===== src/design/lcd_pkg.sv =====
`default_nettype none

package lcd_pkg;

	localparam int CLK_PER_US = 4;  // scaled down for simulation

	localparam int T_POWERUP_US    = 500;
	localparam int T_FSET_WAIT_US  = 50;
	localparam int T_DISP_WAIT_US  = 50;
	localparam int T_CLEAR_WAIT_US = 200;  // clear is the slow one
	localparam int T_ENTRY_WAIT_US = 100;
	localparam int T_PULSE_US      = 10;
	localparam int T_CYCLE_US      = 50;
	localparam int T_E_RISE_US     = 1;
	localparam int T_E_FALL_US     = 14;

	localparam int T_POWERUP_CYC    = T_POWERUP_US * CLK_PER_US;
	localparam int T_FSET_WAIT_CYC  = T_FSET_WAIT_US * CLK_PER_US;
	localparam int T_DISP_WAIT_CYC  = T_DISP_WAIT_US * CLK_PER_US;
	localparam int T_CLEAR_WAIT_CYC = T_CLEAR_WAIT_US * CLK_PER_US;
	localparam int T_ENTRY_WAIT_CYC = T_ENTRY_WAIT_US * CLK_PER_US;
	localparam int T_PULSE_CYC      = T_PULSE_US * CLK_PER_US;
	localparam int T_CYCLE_CYC      = T_CYCLE_US * CLK_PER_US;
	localparam int T_E_RISE_CYC     = T_E_RISE_US * CLK_PER_US;
	localparam int T_E_FALL_CYC     = T_E_FALL_US * CLK_PER_US;

	localparam int CNT_W = $clog2(T_POWERUP_CYC);  // longest wait sets the width

	localparam int ENTRY_W    = 10;  // {rs, rw, data}
	localparam int CFG_W      = 7;
	localparam int WB_W       = 16;
	localparam int ADR_W      = 2;
	localparam int FIFO_DEPTH = 8;
	localparam int FIFO_PTR_W = $clog2(FIFO_DEPTH);
	localparam int FIFO_CNT_W = $clog2(FIFO_DEPTH + 1);

	localparam logic [ADR_W-1:0] ADR_CFG    = 2'd0;
	localparam logic [ADR_W-1:0] ADR_CMD    = 2'd1;
	localparam logic [ADR_W-1:0] ADR_STATUS = 2'd2;

	// two lines, 5x8 font, display on, increment
	localparam logic [CFG_W-1:0] CFG_RESET = 7'b1010010;

	localparam logic [1:0] ST_POWERUP = 2'd0;
	localparam logic [1:0] ST_INIT    = 2'd1;
	localparam logic [1:0] ST_IDLE    = 2'd2;
	localparam logic [1:0] ST_WRITE   = 2'd3;

	typedef union packed {
		struct packed {
			logic [WB_W-CFG_W-1:0] pad;
			logic display_lines;
			logic font;
			logic display_on;
			logic cursor;
			logic blink;
			logic inc_dec;
			logic shift;
		} cfg;
		struct packed {
			logic [WB_W-ENTRY_W-1:0] pad;
			logic rs;
			logic rw;
			logic [7:0] data;
		} entry;
	} wb_word_u;

endpackage

`default_nettype wire


===== src/design/lcd_cmd_fifo.sv =====
`default_nettype none

module lcd_cmd_fifo
	import lcd_pkg::*;
(
	input  logic               clk,
	input  logic               arst_n,
	input  logic               push,
	input  logic [ENTRY_W-1:0] push_entry,
	input  logic               pop,
	output logic [ENTRY_W-1:0] pop_entry,
	output logic               full,
	output logic               empty
);

	logic [ENTRY_W-1:0]    mem [FIFO_DEPTH];
	logic [FIFO_PTR_W-1:0] wr_ptr;
	logic [FIFO_PTR_W-1:0] rd_ptr;
	logic [FIFO_CNT_W-1:0] count;
	logic                  do_push;
	logic                  do_pop;

	function automatic logic [FIFO_PTR_W-1:0] ptr_next(input logic [FIFO_PTR_W-1:0] p);
		logic [FIFO_PTR_W-1:0] n;
		if (p == FIFO_PTR_W'(FIFO_DEPTH - 1)) begin
			n = '0;  // wrap
		end else begin
			n = p + 1'b1;
		end
		return n;
	endfunction

	assign do_push   = push && !full;
	assign do_pop    = pop && !empty;
	assign full      = (count == FIFO_CNT_W'(FIFO_DEPTH));
	assign empty     = (count == '0);
	assign pop_entry = mem[rd_ptr];  // head, valid while not empty

	always_ff @(posedge clk) begin
		if (do_push) begin
			mem[wr_ptr] <= push_entry;
		end
	end

	always_ff @(posedge clk or negedge arst_n) begin
		if (!arst_n) begin
			wr_ptr <= '0;
			rd_ptr <= '0;
			count  <= '0;
		end else begin
			if (do_push) begin
				wr_ptr <= ptr_next(wr_ptr);
			end
			if (do_pop) begin
				rd_ptr <= ptr_next(rd_ptr);
			end
			case ({do_push, do_pop})
				2'b10:   count <= count + 1'b1;
				2'b01:   count <= count - 1'b1;
				default: count <= count;  // both or neither
			endcase
		end
	end

endmodule

`default_nettype wire


===== src/design/lcd_ctrl.sv =====
`default_nettype none

module lcd_ctrl
	import lcd_pkg::*;
(
	input  logic               clk,
	input  logic               arst_n,
	input  logic [CFG_W-1:0]   cfg,
	input  logic               empty,
	input  logic [ENTRY_W-1:0] pop_entry,
	output logic               pop,
	output logic               busy,
	output logic               e,
	output logic               rs,
	output logic               rw,
	output logic [7:0]         lcd_data
);

	logic [1:0]       state;
	logic [CNT_W-1:0] cnt;
	logic [1:0]       step;       // init instruction index
	logic             in_wait;    // init phase, low while e is high
	logic [CFG_W-1:0] cfg_q;
	logic             powerup_done;
	wb_word_u         cfg_live_view;
	wb_word_u         cfg_view;
	wb_word_u         entry_view;

	// instruction table, bit layout as in the HD44780 datasheet
	function automatic logic [7:0] init_instr(input logic [1:0] idx, input wb_word_u c);
		logic [7:0] instr;
		case (idx)
			2'd0:    instr = {4'b0011, c.cfg.display_lines, c.cfg.font, 2'b00};  // 8-bit bus
			2'd1:    instr = {5'b00001, c.cfg.display_on, c.cfg.cursor, c.cfg.blink};
			2'd2:    instr = 8'h01;  // clear
			default: instr = {6'b000001, c.cfg.inc_dec, c.cfg.shift};
		endcase
		return instr;
	endfunction

	// last count of the wait that follows each init pulse
	function automatic logic [CNT_W-1:0] init_wait(input logic [1:0] idx);
		logic [CNT_W-1:0] last;
		case (idx)
			2'd0:    last = CNT_W'(T_FSET_WAIT_CYC - 1);
			2'd1:    last = CNT_W'(T_DISP_WAIT_CYC - 1);
			2'd2:    last = CNT_W'(T_CLEAR_WAIT_CYC - 1);
			default: last = CNT_W'(T_ENTRY_WAIT_CYC - 1);
		endcase
		return last;
	endfunction

	assign cfg_live_view = {{(WB_W-CFG_W){1'b0}}, cfg};
	assign cfg_view      = {{(WB_W-CFG_W){1'b0}}, cfg_q};
	assign entry_view    = {{(WB_W-ENTRY_W){1'b0}}, pop_entry};
	assign powerup_done  = (state == ST_POWERUP) && (cnt == CNT_W'(T_POWERUP_CYC - 1));
	assign pop           = (state == ST_IDLE) && !empty;  // take the head this cycle

	always_ff @(posedge clk) begin
		if (powerup_done) begin
			cfg_q <= cfg;  // held for the rest of init
		end
	end

	always_ff @(posedge clk or negedge arst_n) begin
		if (!arst_n) begin
			state    <= ST_POWERUP;
			cnt      <= '0;
			step     <= '0;
			in_wait  <= 1'b0;
			busy     <= 1'b1;
			e        <= 1'b0;
			rs       <= 1'b0;
			rw       <= 1'b0;
			lcd_data <= '0;
		end else begin
			case (state)
				ST_POWERUP: begin
					if (powerup_done) begin
						cnt      <= '0;
						step     <= 2'd0;
						in_wait  <= 1'b0;
						e        <= 1'b1;  // function set pulse starts
						lcd_data <= init_instr(2'd0, cfg_live_view);
						state    <= ST_INIT;
					end else begin
						cnt <= cnt + 1'b1;
					end
				end
				ST_INIT: begin
					if (!in_wait) begin
						if (cnt == CNT_W'(T_PULSE_CYC - 1)) begin
							cnt     <= '0;
							e       <= 1'b0;
							in_wait <= 1'b1;
						end else begin
							cnt <= cnt + 1'b1;
						end
					end else if (cnt == init_wait(step)) begin
						cnt     <= '0;
						in_wait <= 1'b0;
						if (step == 2'd3) begin
							busy     <= 1'b0;  // panel ready
							lcd_data <= '0;
							state    <= ST_IDLE;
						end else begin
							step     <= step + 1'b1;
							e        <= 1'b1;
							lcd_data <= init_instr(step + 1'b1, cfg_view);
						end
					end else begin
						cnt <= cnt + 1'b1;
					end
				end
				ST_IDLE: begin
					if (!empty) begin
						cnt      <= '0;
						busy     <= 1'b1;
						rs       <= entry_view.entry.rs;
						rw       <= entry_view.entry.rw;
						lcd_data <= entry_view.entry.data;
						state    <= ST_WRITE;
					end
				end
				ST_WRITE: begin
					// setup, then e high from 1 us up to 14 us
					if (cnt == CNT_W'(T_E_RISE_CYC - 1)) begin
						e <= 1'b1;
					end
					if (cnt == CNT_W'(T_E_FALL_CYC - 1)) begin
						e <= 1'b0;
					end
					if (cnt == CNT_W'(T_CYCLE_CYC - 1)) begin
						cnt      <= '0;
						busy     <= 1'b0;
						rs       <= 1'b0;
						rw       <= 1'b0;
						lcd_data <= '0;
						state    <= ST_IDLE;
					end else begin
						cnt <= cnt + 1'b1;
					end
				end
				default: state <= ST_IDLE;
			endcase
		end
	end

endmodule

`default_nettype wire


===== src/design/lcd_top.sv =====
`default_nettype none

module lcd_top
	import lcd_pkg::*;
(
	input  logic             clk,
	input  logic             arst_n,
	input  logic             cyc,
	input  logic             stb,
	input  logic             we,
	input  logic [ADR_W-1:0] adr,
	input  logic [WB_W-1:0]  dat_w,
	output logic [WB_W-1:0]  dat_r,
	output logic             ack,
	output logic             e,
	output logic             rs,
	output logic             rw,
	output logic [7:0]       lcd_data
);

	logic [CFG_W-1:0]   cfg;
	logic               push;
	logic [ENTRY_W-1:0] push_entry;
	logic               pop;
	logic [ENTRY_W-1:0] pop_entry;
	logic               full;
	logic               empty;
	logic               busy;

	lcd_wb_regs lcd_wb_regs_i (
		.clk        (clk),
		.arst_n     (arst_n),
		.cyc        (cyc),
		.stb        (stb),
		.we         (we),
		.adr        (adr),
		.dat_w      (dat_w),
		.dat_r      (dat_r),
		.ack        (ack),
		.cfg        (cfg),
		.push       (push),
		.push_entry (push_entry),
		.full       (full),
		.busy       (busy),
		.empty      (empty)
	);

	lcd_cmd_fifo lcd_cmd_fifo_i (
		.clk        (clk),
		.arst_n     (arst_n),
		.push       (push),
		.push_entry (push_entry),
		.pop        (pop),
		.pop_entry  (pop_entry),
		.full       (full),
		.empty      (empty)
	);

	lcd_ctrl lcd_ctrl_i (
		.clk       (clk),
		.arst_n    (arst_n),
		.cfg       (cfg),
		.empty     (empty),
		.pop_entry (pop_entry),
		.pop       (pop),
		.busy      (busy),
		.e         (e),
		.rs        (rs),
		.rw        (rw),
		.lcd_data  (lcd_data)
	);

endmodule

`default_nettype wire


===== src/design/lcd_wb_regs.sv =====
`default_nettype none

module lcd_wb_regs
	import lcd_pkg::*;
(
	input  logic               clk,
	input  logic               arst_n,
	input  logic               cyc,
	input  logic               stb,
	input  logic               we,
	input  logic [ADR_W-1:0]   adr,
	input  logic [WB_W-1:0]    dat_w,
	output logic [WB_W-1:0]    dat_r,
	output logic               ack,
	output logic [CFG_W-1:0]   cfg,
	output logic               push,
	output logic [ENTRY_W-1:0] push_entry,
	input  logic               full,
	input  logic               busy,
	input  logic               empty
);

	wb_word_u wr_word;
	logic     req;
	logic     cfg_wr;
	logic     cmd_wr;
	logic     stall;
	logic     take;

	assign wr_word = dat_w;
	assign req     = cyc && stb && !ack;  // no new decode during the ack cycle
	assign cfg_wr  = we && (adr == ADR_CFG);
	assign cmd_wr  = we && (adr == ADR_CMD);
	assign stall   = cmd_wr && full;  // hold the master off until a slot frees
	assign take    = req && !stall;

	always_ff @(posedge clk or negedge arst_n) begin
		if (!arst_n) begin
			ack  <= 1'b0;
			push <= 1'b0;
		end else begin
			ack  <= take;  // one cycle, drops by itself
			push <= take && cmd_wr;
		end
	end

	always_ff @(posedge clk or negedge arst_n) begin
		if (!arst_n) begin
			cfg <= CFG_RESET;
		end else if (take && cfg_wr) begin
			cfg <= {
				wr_word.cfg.display_lines,
				wr_word.cfg.font,
				wr_word.cfg.display_on,
				wr_word.cfg.cursor,
				wr_word.cfg.blink,
				wr_word.cfg.inc_dec,
				wr_word.cfg.shift
			};
		end
	end

	// entry leaves together with the push strobe
	always_ff @(posedge clk) begin
		if (take && cmd_wr) begin
			push_entry <= {wr_word.entry.rs, wr_word.entry.rw, wr_word.entry.data};
		end
	end

	always_ff @(posedge clk) begin
		if (take && !we) begin
			case (adr)
				ADR_STATUS: dat_r <= {{(WB_W-3){1'b0}}, empty, full, busy};
				ADR_CFG:    dat_r <= {{(WB_W-CFG_W){1'b0}}, cfg};
				default:    dat_r <= '0;  // unmapped reads as zero
			endcase
		end
	end

endmodule

`default_nettype wire


===== config.mk =====
export PLATFORM = sky130hd
export DESIGN_NAME = lcd_top
export DESIGN_NICKNAME = d
export VERILOG_FILES = /design/src/design/lcd_pkg.sv /design/src/design/lcd_cmd_fifo.sv /design/src/design/lcd_ctrl.sv /design/src/design/lcd_top.sv /design/src/design/lcd_wb_regs.sv
export SDC_FILE = /design/constraint.sdc
export NUM_CORES = 1
export LEC_CHECK = 0
export BUFFER_PORTS_ARGS = -buffer_cell sky130_fd_sc_hd__buf_2
export CAP_MARGIN = 10
export CORE_ASPECT_RATIO = 1.75
export CORE_UTILIZATION = 45
export CTS_CLUSTER_DIAMETER = 200
export DETAILED_ROUTE_END_ITERATION = 16
export GPL_ROUTABILITY_DRIVEN = 0
export PLACE_DENSITY = 0.61
export REMOVE_ABC_BUFFERS = 1
export SLEW_MARGIN = 20
export SYNTH_ARGS = -nofsm -noshare
export SYNTH_HDL_FRONTEND = slang
export SYNTH_HIERARCHICAL = 1
export SYNTH_SLANG_ARGS = --single-unit

===== constraint.sdc =====
create_clock -name clk -period 3.93 [get_ports clk]
set_input_delay 0.393 -clock clk [delete_from_list [all_inputs] [get_ports clk]]
set_output_delay 0.393 -clock clk [all_outputs]
set_load 0.005 [all_outputs]

# Word-level counts from Yosys, hierarchy flattened
# Memory sizes are Yosys's and may differ from the RTL's.
# Index checks and enable logic that the tools add are counted.
# totals
register_bits	80
ramBits	80
inputBits	23
out_inout_bits	28
elab_cells	152
memories	1
# mem_list
name	depth	word_bits	read_ports	rd_ports_with_merged_regs	write_ports	line	source
lcd_cmd_fifo_i.mem	8	10	1	0	1	lcd_cmd_fifo.sv:16	logic [ENTRY_W-1:0] mem [FIFO_DEPTH];
# classes
n_addsub	6
eq_ne	32
mux	59
n_reduce_logical	36
# op_table
cell	count
11-bit two-way mux	8
8-bit two-way mux	6
11-bit case mux with 4 select lines	1
8-bit case mux with 4 select lines	1
11-bit by 6-bit == test with 1-bit output (second input constant)	2
1-bit two-way mux	20
2-bit two-way mux	10
10-bit case mux with 2 select lines	1
6-bit case mux with 3 select lines	1
6-bit AND reduction	3
2-bit == test (second input constant)	7
7-bit case mux with 2 select lines	1
1-bit logical AND	13
11-bit by 1-bit adder with 11-bit output (second input constant)	1
11-bit == test	1
11-bit == test (second input constant)	1
11-bit by 2-bit == test with 1-bit output (second input constant)	1
11-bit by 8-bit == test with 1-bit output (second input constant)	1
2-bit by 1-bit == test with 1-bit output (second input constant)	5
2-bit by 1-bit inequality test with 1-bit output (second input constant)	5
5-bit AND reduction	2
2-bit zero test	4
2-bit case mux with 4 select lines	1
4-bit case mux with 2 select lines	1
other kinds (20)	36

# Longest topological paths before layout
# depth
word_depth	9
mapped_depth	10
mapped_depth_nobuf	9

# By module
# The synthesis kept the hierarchy.
# by_module_without_submodules
module	instances	cells_each	area_per_inst_um2	seq_area_each_um2
lcd_cmd_fifo	1	183	3783.6	2652.5
lcd_ctrl	1	202	1980.6	882.1
lcd_wb_regs	1	63	1064.8	739.5

# Worst setup path after synthesis
# No wires, ideal clock.
# synth_path
kind	register -> register
from	register lcd_cmd_fifo_i.count[0]
to	register lcd_cmd_fifo_i.count[3]
setup_time_ns	0.134
arrival_time_ns	2.901
required_ns	3.796
slack_ns	0.895
path_stages_with_launch	11
n_path_buf	1
period_less_slack_ns	3.035
cell_sequence	dfrtp_1 > buf_6 > nor4_1 > nor2b_1 > o41ai_2 > inv_1 > ha_1 > ha_1 > or4b_2 > o311ai_0 > o211ai_1
# synth_via
elab_chain_len	6
word_cells_on_any_way	13
classes_between	add/sub: 2; eq/ne: 3; mux: 1; reduce/logical: 7
# synth_lines
element	line	source
start, declared	lcd_cmd_fifo.sv:19	logic [FIFO_CNT_W-1:0] count;
start signal, assigned	lcd_cmd_fifo.sv:58	2'b10: count <= count + 1'b1;
start signal, assigned	lcd_cmd_fifo.sv:59	2'b01: count <= count - 1'b1;
start signal, assigned	lcd_cmd_fifo.sv:60	default: count <= count;
4-bit zero test *	lcd_cmd_fifo.sv:36	assign empty = (count == '0);
named net empty	lcd_top.sv:27	logic empty;
1-bit zero test *	lcd_ctrl.sv:57	assign pop = (state == ST_IDLE) && !empty;
1-bit logical AND *	lcd_ctrl.sv:57	
named net pop	lcd_top.sv:24	logic pop;
1-bit logical AND *	lcd_cmd_fifo.sv:34	assign do_pop = pop && !empty;
named net lcd_cmd_fifo_i.do_pop	lcd_cmd_fifo.sv:21	logic do_pop;
2-bit by 1-bit == test with 1-bit output or 2-bit == test (tied branches)	lcd_cmd_fifo.sv:57	case ({do_push, do_pop})
4-bit case mux with 2 select lines or 2-bit nonzero test (tied branches)	--	
# Mark *: on every way through the listed nets, which the timed path passes. The rest lies on a longest branch.
# A chain may end at the register's enable or synchronous reset.

# Worst setup path after layout
# layout_path
from	register lcd_cmd_fifo_i.count[0]
to	register lcd_cmd_fifo_i.count[3]
# layout_via
elab_chain_len	6
word_cells_on_any_way	13
classes_between	add/sub: 2; eq/ne: 3; mux: 1; reduce/logical: 7
# layout_lines
element	line
4-bit zero test	lcd_cmd_fifo.sv:36
1-bit zero test	lcd_cmd_fifo.sv:34, lcd_ctrl.sv:57
1-bit logical AND	lcd_ctrl.sv:57
1-bit logical AND	lcd_cmd_fifo.sv:34
2-bit by 1-bit == test with 1-bit output or 2-bit == test (tied branches)	lcd_cmd_fifo.sv:57
4-bit case mux with 2 select lines or 2-bit nonzero test (tied branches)	--
# Several ways; a longest one is shown, not always the timed one.

==> out/results.tsv <==
metric	value	unit
outcome	finished with violations	
failing checks	hold timing	
pins over their slew limit	0	
initial antenna violation count	0	
Layout area overhead	14.2	%
Post-Layout Cell Count	688	
WS Path Type	reg2reg	
fin crit share	75.6	%
# port buffers	35	
Post-Syn Area	6830	sq um
Max-Cap Viols	0	
Post-synth ARST share	31.3	%
largest net degree at the start of global routing	48	
Clock Latency Late Sink	420	ps
Post-synth EDFFs	103	
Tot Pwr	3.73	mW
Synth top area share	45.3	%
Cell Pwr Density	478	nW/um^2
Most common cell on crit path	ha_1	
register area share after synthesis	62.6	%
Chip Width	95.1	microns
RSZ-0062 raised after global routing	false	
Top FF cell, synth	edfxtp_1	
Synth top cells by count	103 x edfxtp_1, 43 x dfrtp_1, 30 x nand2_1	
Worst VDD drop	0.242	mV
num rows	59	
Yosys cell types	69	
Die Y	165	microns
startpoint class of the critical path	register	
Avg WL per Cell	20.3	microns
Routed Antenna Nets	0	
Hold-fix buffers, CTS	0	
Critical Path Max Stage Delay	650	ps
CTS tree	built	
Initial Util	46.0	%
total track usage	19.1	%
count of final setup violators	0	
worst slew pin tran	1110	ps
highest clock rate	336	MHz
synthesized area per cell	15.2	sq um
Tmin final	2970	ps
Synth Register Bits	150	
top cells by area, synth	edfxtp_1 45%, dfrtp_1 16%, mux4_1 6.5%	
FILL cells	1206	
n_diodes	0	
Min Hold Slack	-13.2	ps
cell count after synthesis	448	
final hold violation count	11	
Setup WS post-layout	957	ps
I/O Pins	51	
Required @ worst endpoint	4220	ps
TritonCTS buffer count	17	
worst path cell trace	or4b_4 > nand2_4 > ha_1 > ha_1 > or4b_2 > o311ai_0 > o211ai_1	
nets@finish	530	
Post-Route Skew	15.5	ps
clk sink count	150	
Die ar.	15700	sq um
initial drt markers	177	
Hold Crit Class	in2async	
post-CTS setup buffers	0	
crit-path max FO	9	
final WL	14000	microns
vias in the first global route	3951	
H-tree Lvls	4	
post-cts resize count	0	
Critical Path AT	3270	ps
TNS Setup	0	ps
router iterations before antenna repair	6	
DR DRC count	0	
Clock Tree Root	clkbuf_16	
Yosys top cell by area	edfxtp_1	
post-DR vias/cell	5.64	
core area	14800	sq um
aggregate global routing overflow	0	
Setup crit end kind	register	
Clock transition at path regs	70	ps
Slew headroom	26.0	%
Final Util	52.5	%
Vias	3877	
Place WS	980	ps
Detailed Place HPWL	9410	microns
ratio of cells with drive above 1 in the final layout	24.6	%
P_leak	3.09	nW
Synth Warn #	6	
most frequent cell after synthesis	edfxtp_1	
dpl cells	656	
first-pass GRT wire length	21500	microns
CP max-delay cell	or4b_2	
clk buf depth	2	
==> per-layer routing <==
| metal | part of all wire, % | up-vias | global-route usage [%] |
|---|---|---|---|
| met5 | 0 | - | 0 |
| met1 | 40 | 1942 | 22.2 |
| met3 | 2.5 | 35 | 3.36 |
| met4 | 3.8 | 0 | 10.1 |
| met2 | 53 | 94 | 32.9 |
| li1 | - | 1806 | - |
==> per-stage QoR <==
step	hold slack [ps]	area, sq um
2_1_floorplan	97.4	6660
3_3_place_gp	461	7170
4_1_cts	141	7770
5_1_grt	42.8	7800
3_5_place_dp	470	7170
6_report	-13.2	7800
==> power by group <==
part | internal, mW | total [mW] | switching [mW] | leakage (nW)
clock | 1.01 | 1.67 | 0.661 | 0.283
combinational | 0.113 | 0.229 | 0.117 | 1.26
sequential | 1.74 | 1.83 | 0.0871 | 1.54
==> critical path, delay by kind of cell, from the launching register on <==
family                   cells  cell delay [ps]
AND/OR/NAND/NOR              3             1450
flip-flops                   1              470
AO/OA/AOI/OAI                2              240
adder cells (fa/ha/maj)      2              690
==> registers in the layout, summed over array words and instances, names as in the netlist <==
signal	count
lcd_cmd_fifo_i/mem	80
lcd_wb_regs_i/ack	1
lcd_wb_regs_i/cfg	7
lcd_wb_regs_i/dat_r	7
lcd_ctrl_i/in_wait	1
lcd_ctrl_i/cnt	11
lcd_ctrl_i/lcd_data	8
lcd_cmd_fifo_i/count	4
lcd_ctrl_i/rw	1
lcd_ctrl_i/state	2
lcd_ctrl_i/step	2
lcd_cmd_fifo_i/rd_ptr	3
lcd_wb_regs_i/push_entry	10
lcd_ctrl_i/e	1
lcd_ctrl_i/cfg_q	6
lcd_wb_regs_i/push	1
lcd_cmd_fifo_i/wr_ptr	3
lcd_ctrl_i/rs	1
lcd_ctrl_i/busy	1
==> kinds of logic after synthesis <==
logic type      count (synthesis)  share of synthesized area (%)
compound gates                 73                           7.29
flops                         150                           62.6
other cells                     1                         0.0549
fa+ha+maj                      15                           2.86
mux                            50                           12.9
buf+inv                        38                           3.52
xor+xnor                        3                          0.385
simple gates                  118                           10.4
==> worst paths after layout <==
kind	start	endpoint	slack, ps	depth (start not counted)
setup reg to reg	lcd_cmd_fifo_i/count[0]	lcd_cmd_fifo_i/count[3]	960	7
max in group asynchronous	arst_n	lcd_ctrl_i/rs	3520	1
setup / recovery	lcd_cmd_fifo_i/count[0]	lcd_cmd_fifo_i/count[3]	960	7
hold reg to reg	lcd_ctrl_i/lcd_data[2]	lcd_ctrl_i/lcd_data[2]	480	2
hold / removal	arst_n	lcd_ctrl_i/cnt[10]	-10	1
min in group clk	dat_w[9]	lcd_wb_regs_i/push_entry[9]	150	1
==> area by class of cell <==
type / count / area (sq um) / area share [%]
clock buffer: 19 / 433 / 5.55
clock inverter: 13 / 171 / 2.20
inverter: 11 / 41.3 / 0.530
multi-input combinational: 268 / 2400 / 30.8
sequential: 150 / 4270 / 54.8
tap: 183 / 229 / 2.94
timing repair buffer: 44 / 245 / 3.15
==> placed cells by master, fill, tap and decap left out, types with 5 or more instances in the layout <==
master / count
a21o_1: 10
inv_1: 11
clkbuf_16: 17
edfxtp_1: 103
nor2b_1: 5
and2_1: 6
ha_1: 14
o21ai_0: 14
buf_2: 34
o21ai_1: 9
nor2_1: 19
mux2_2: 13
nor3b_1: 8
mux2i_1: 7
a22oi_1: 5
conb_1: 9
nor3_1: 5
buf_4: 10
nand2_1: 30
mux2_4: 10
mux4_1: 17
dfrtp_1: 43
a21oi_1: 13
and3_1: 8
nand3_1: 8
Power figures use the tool's default switching activity.
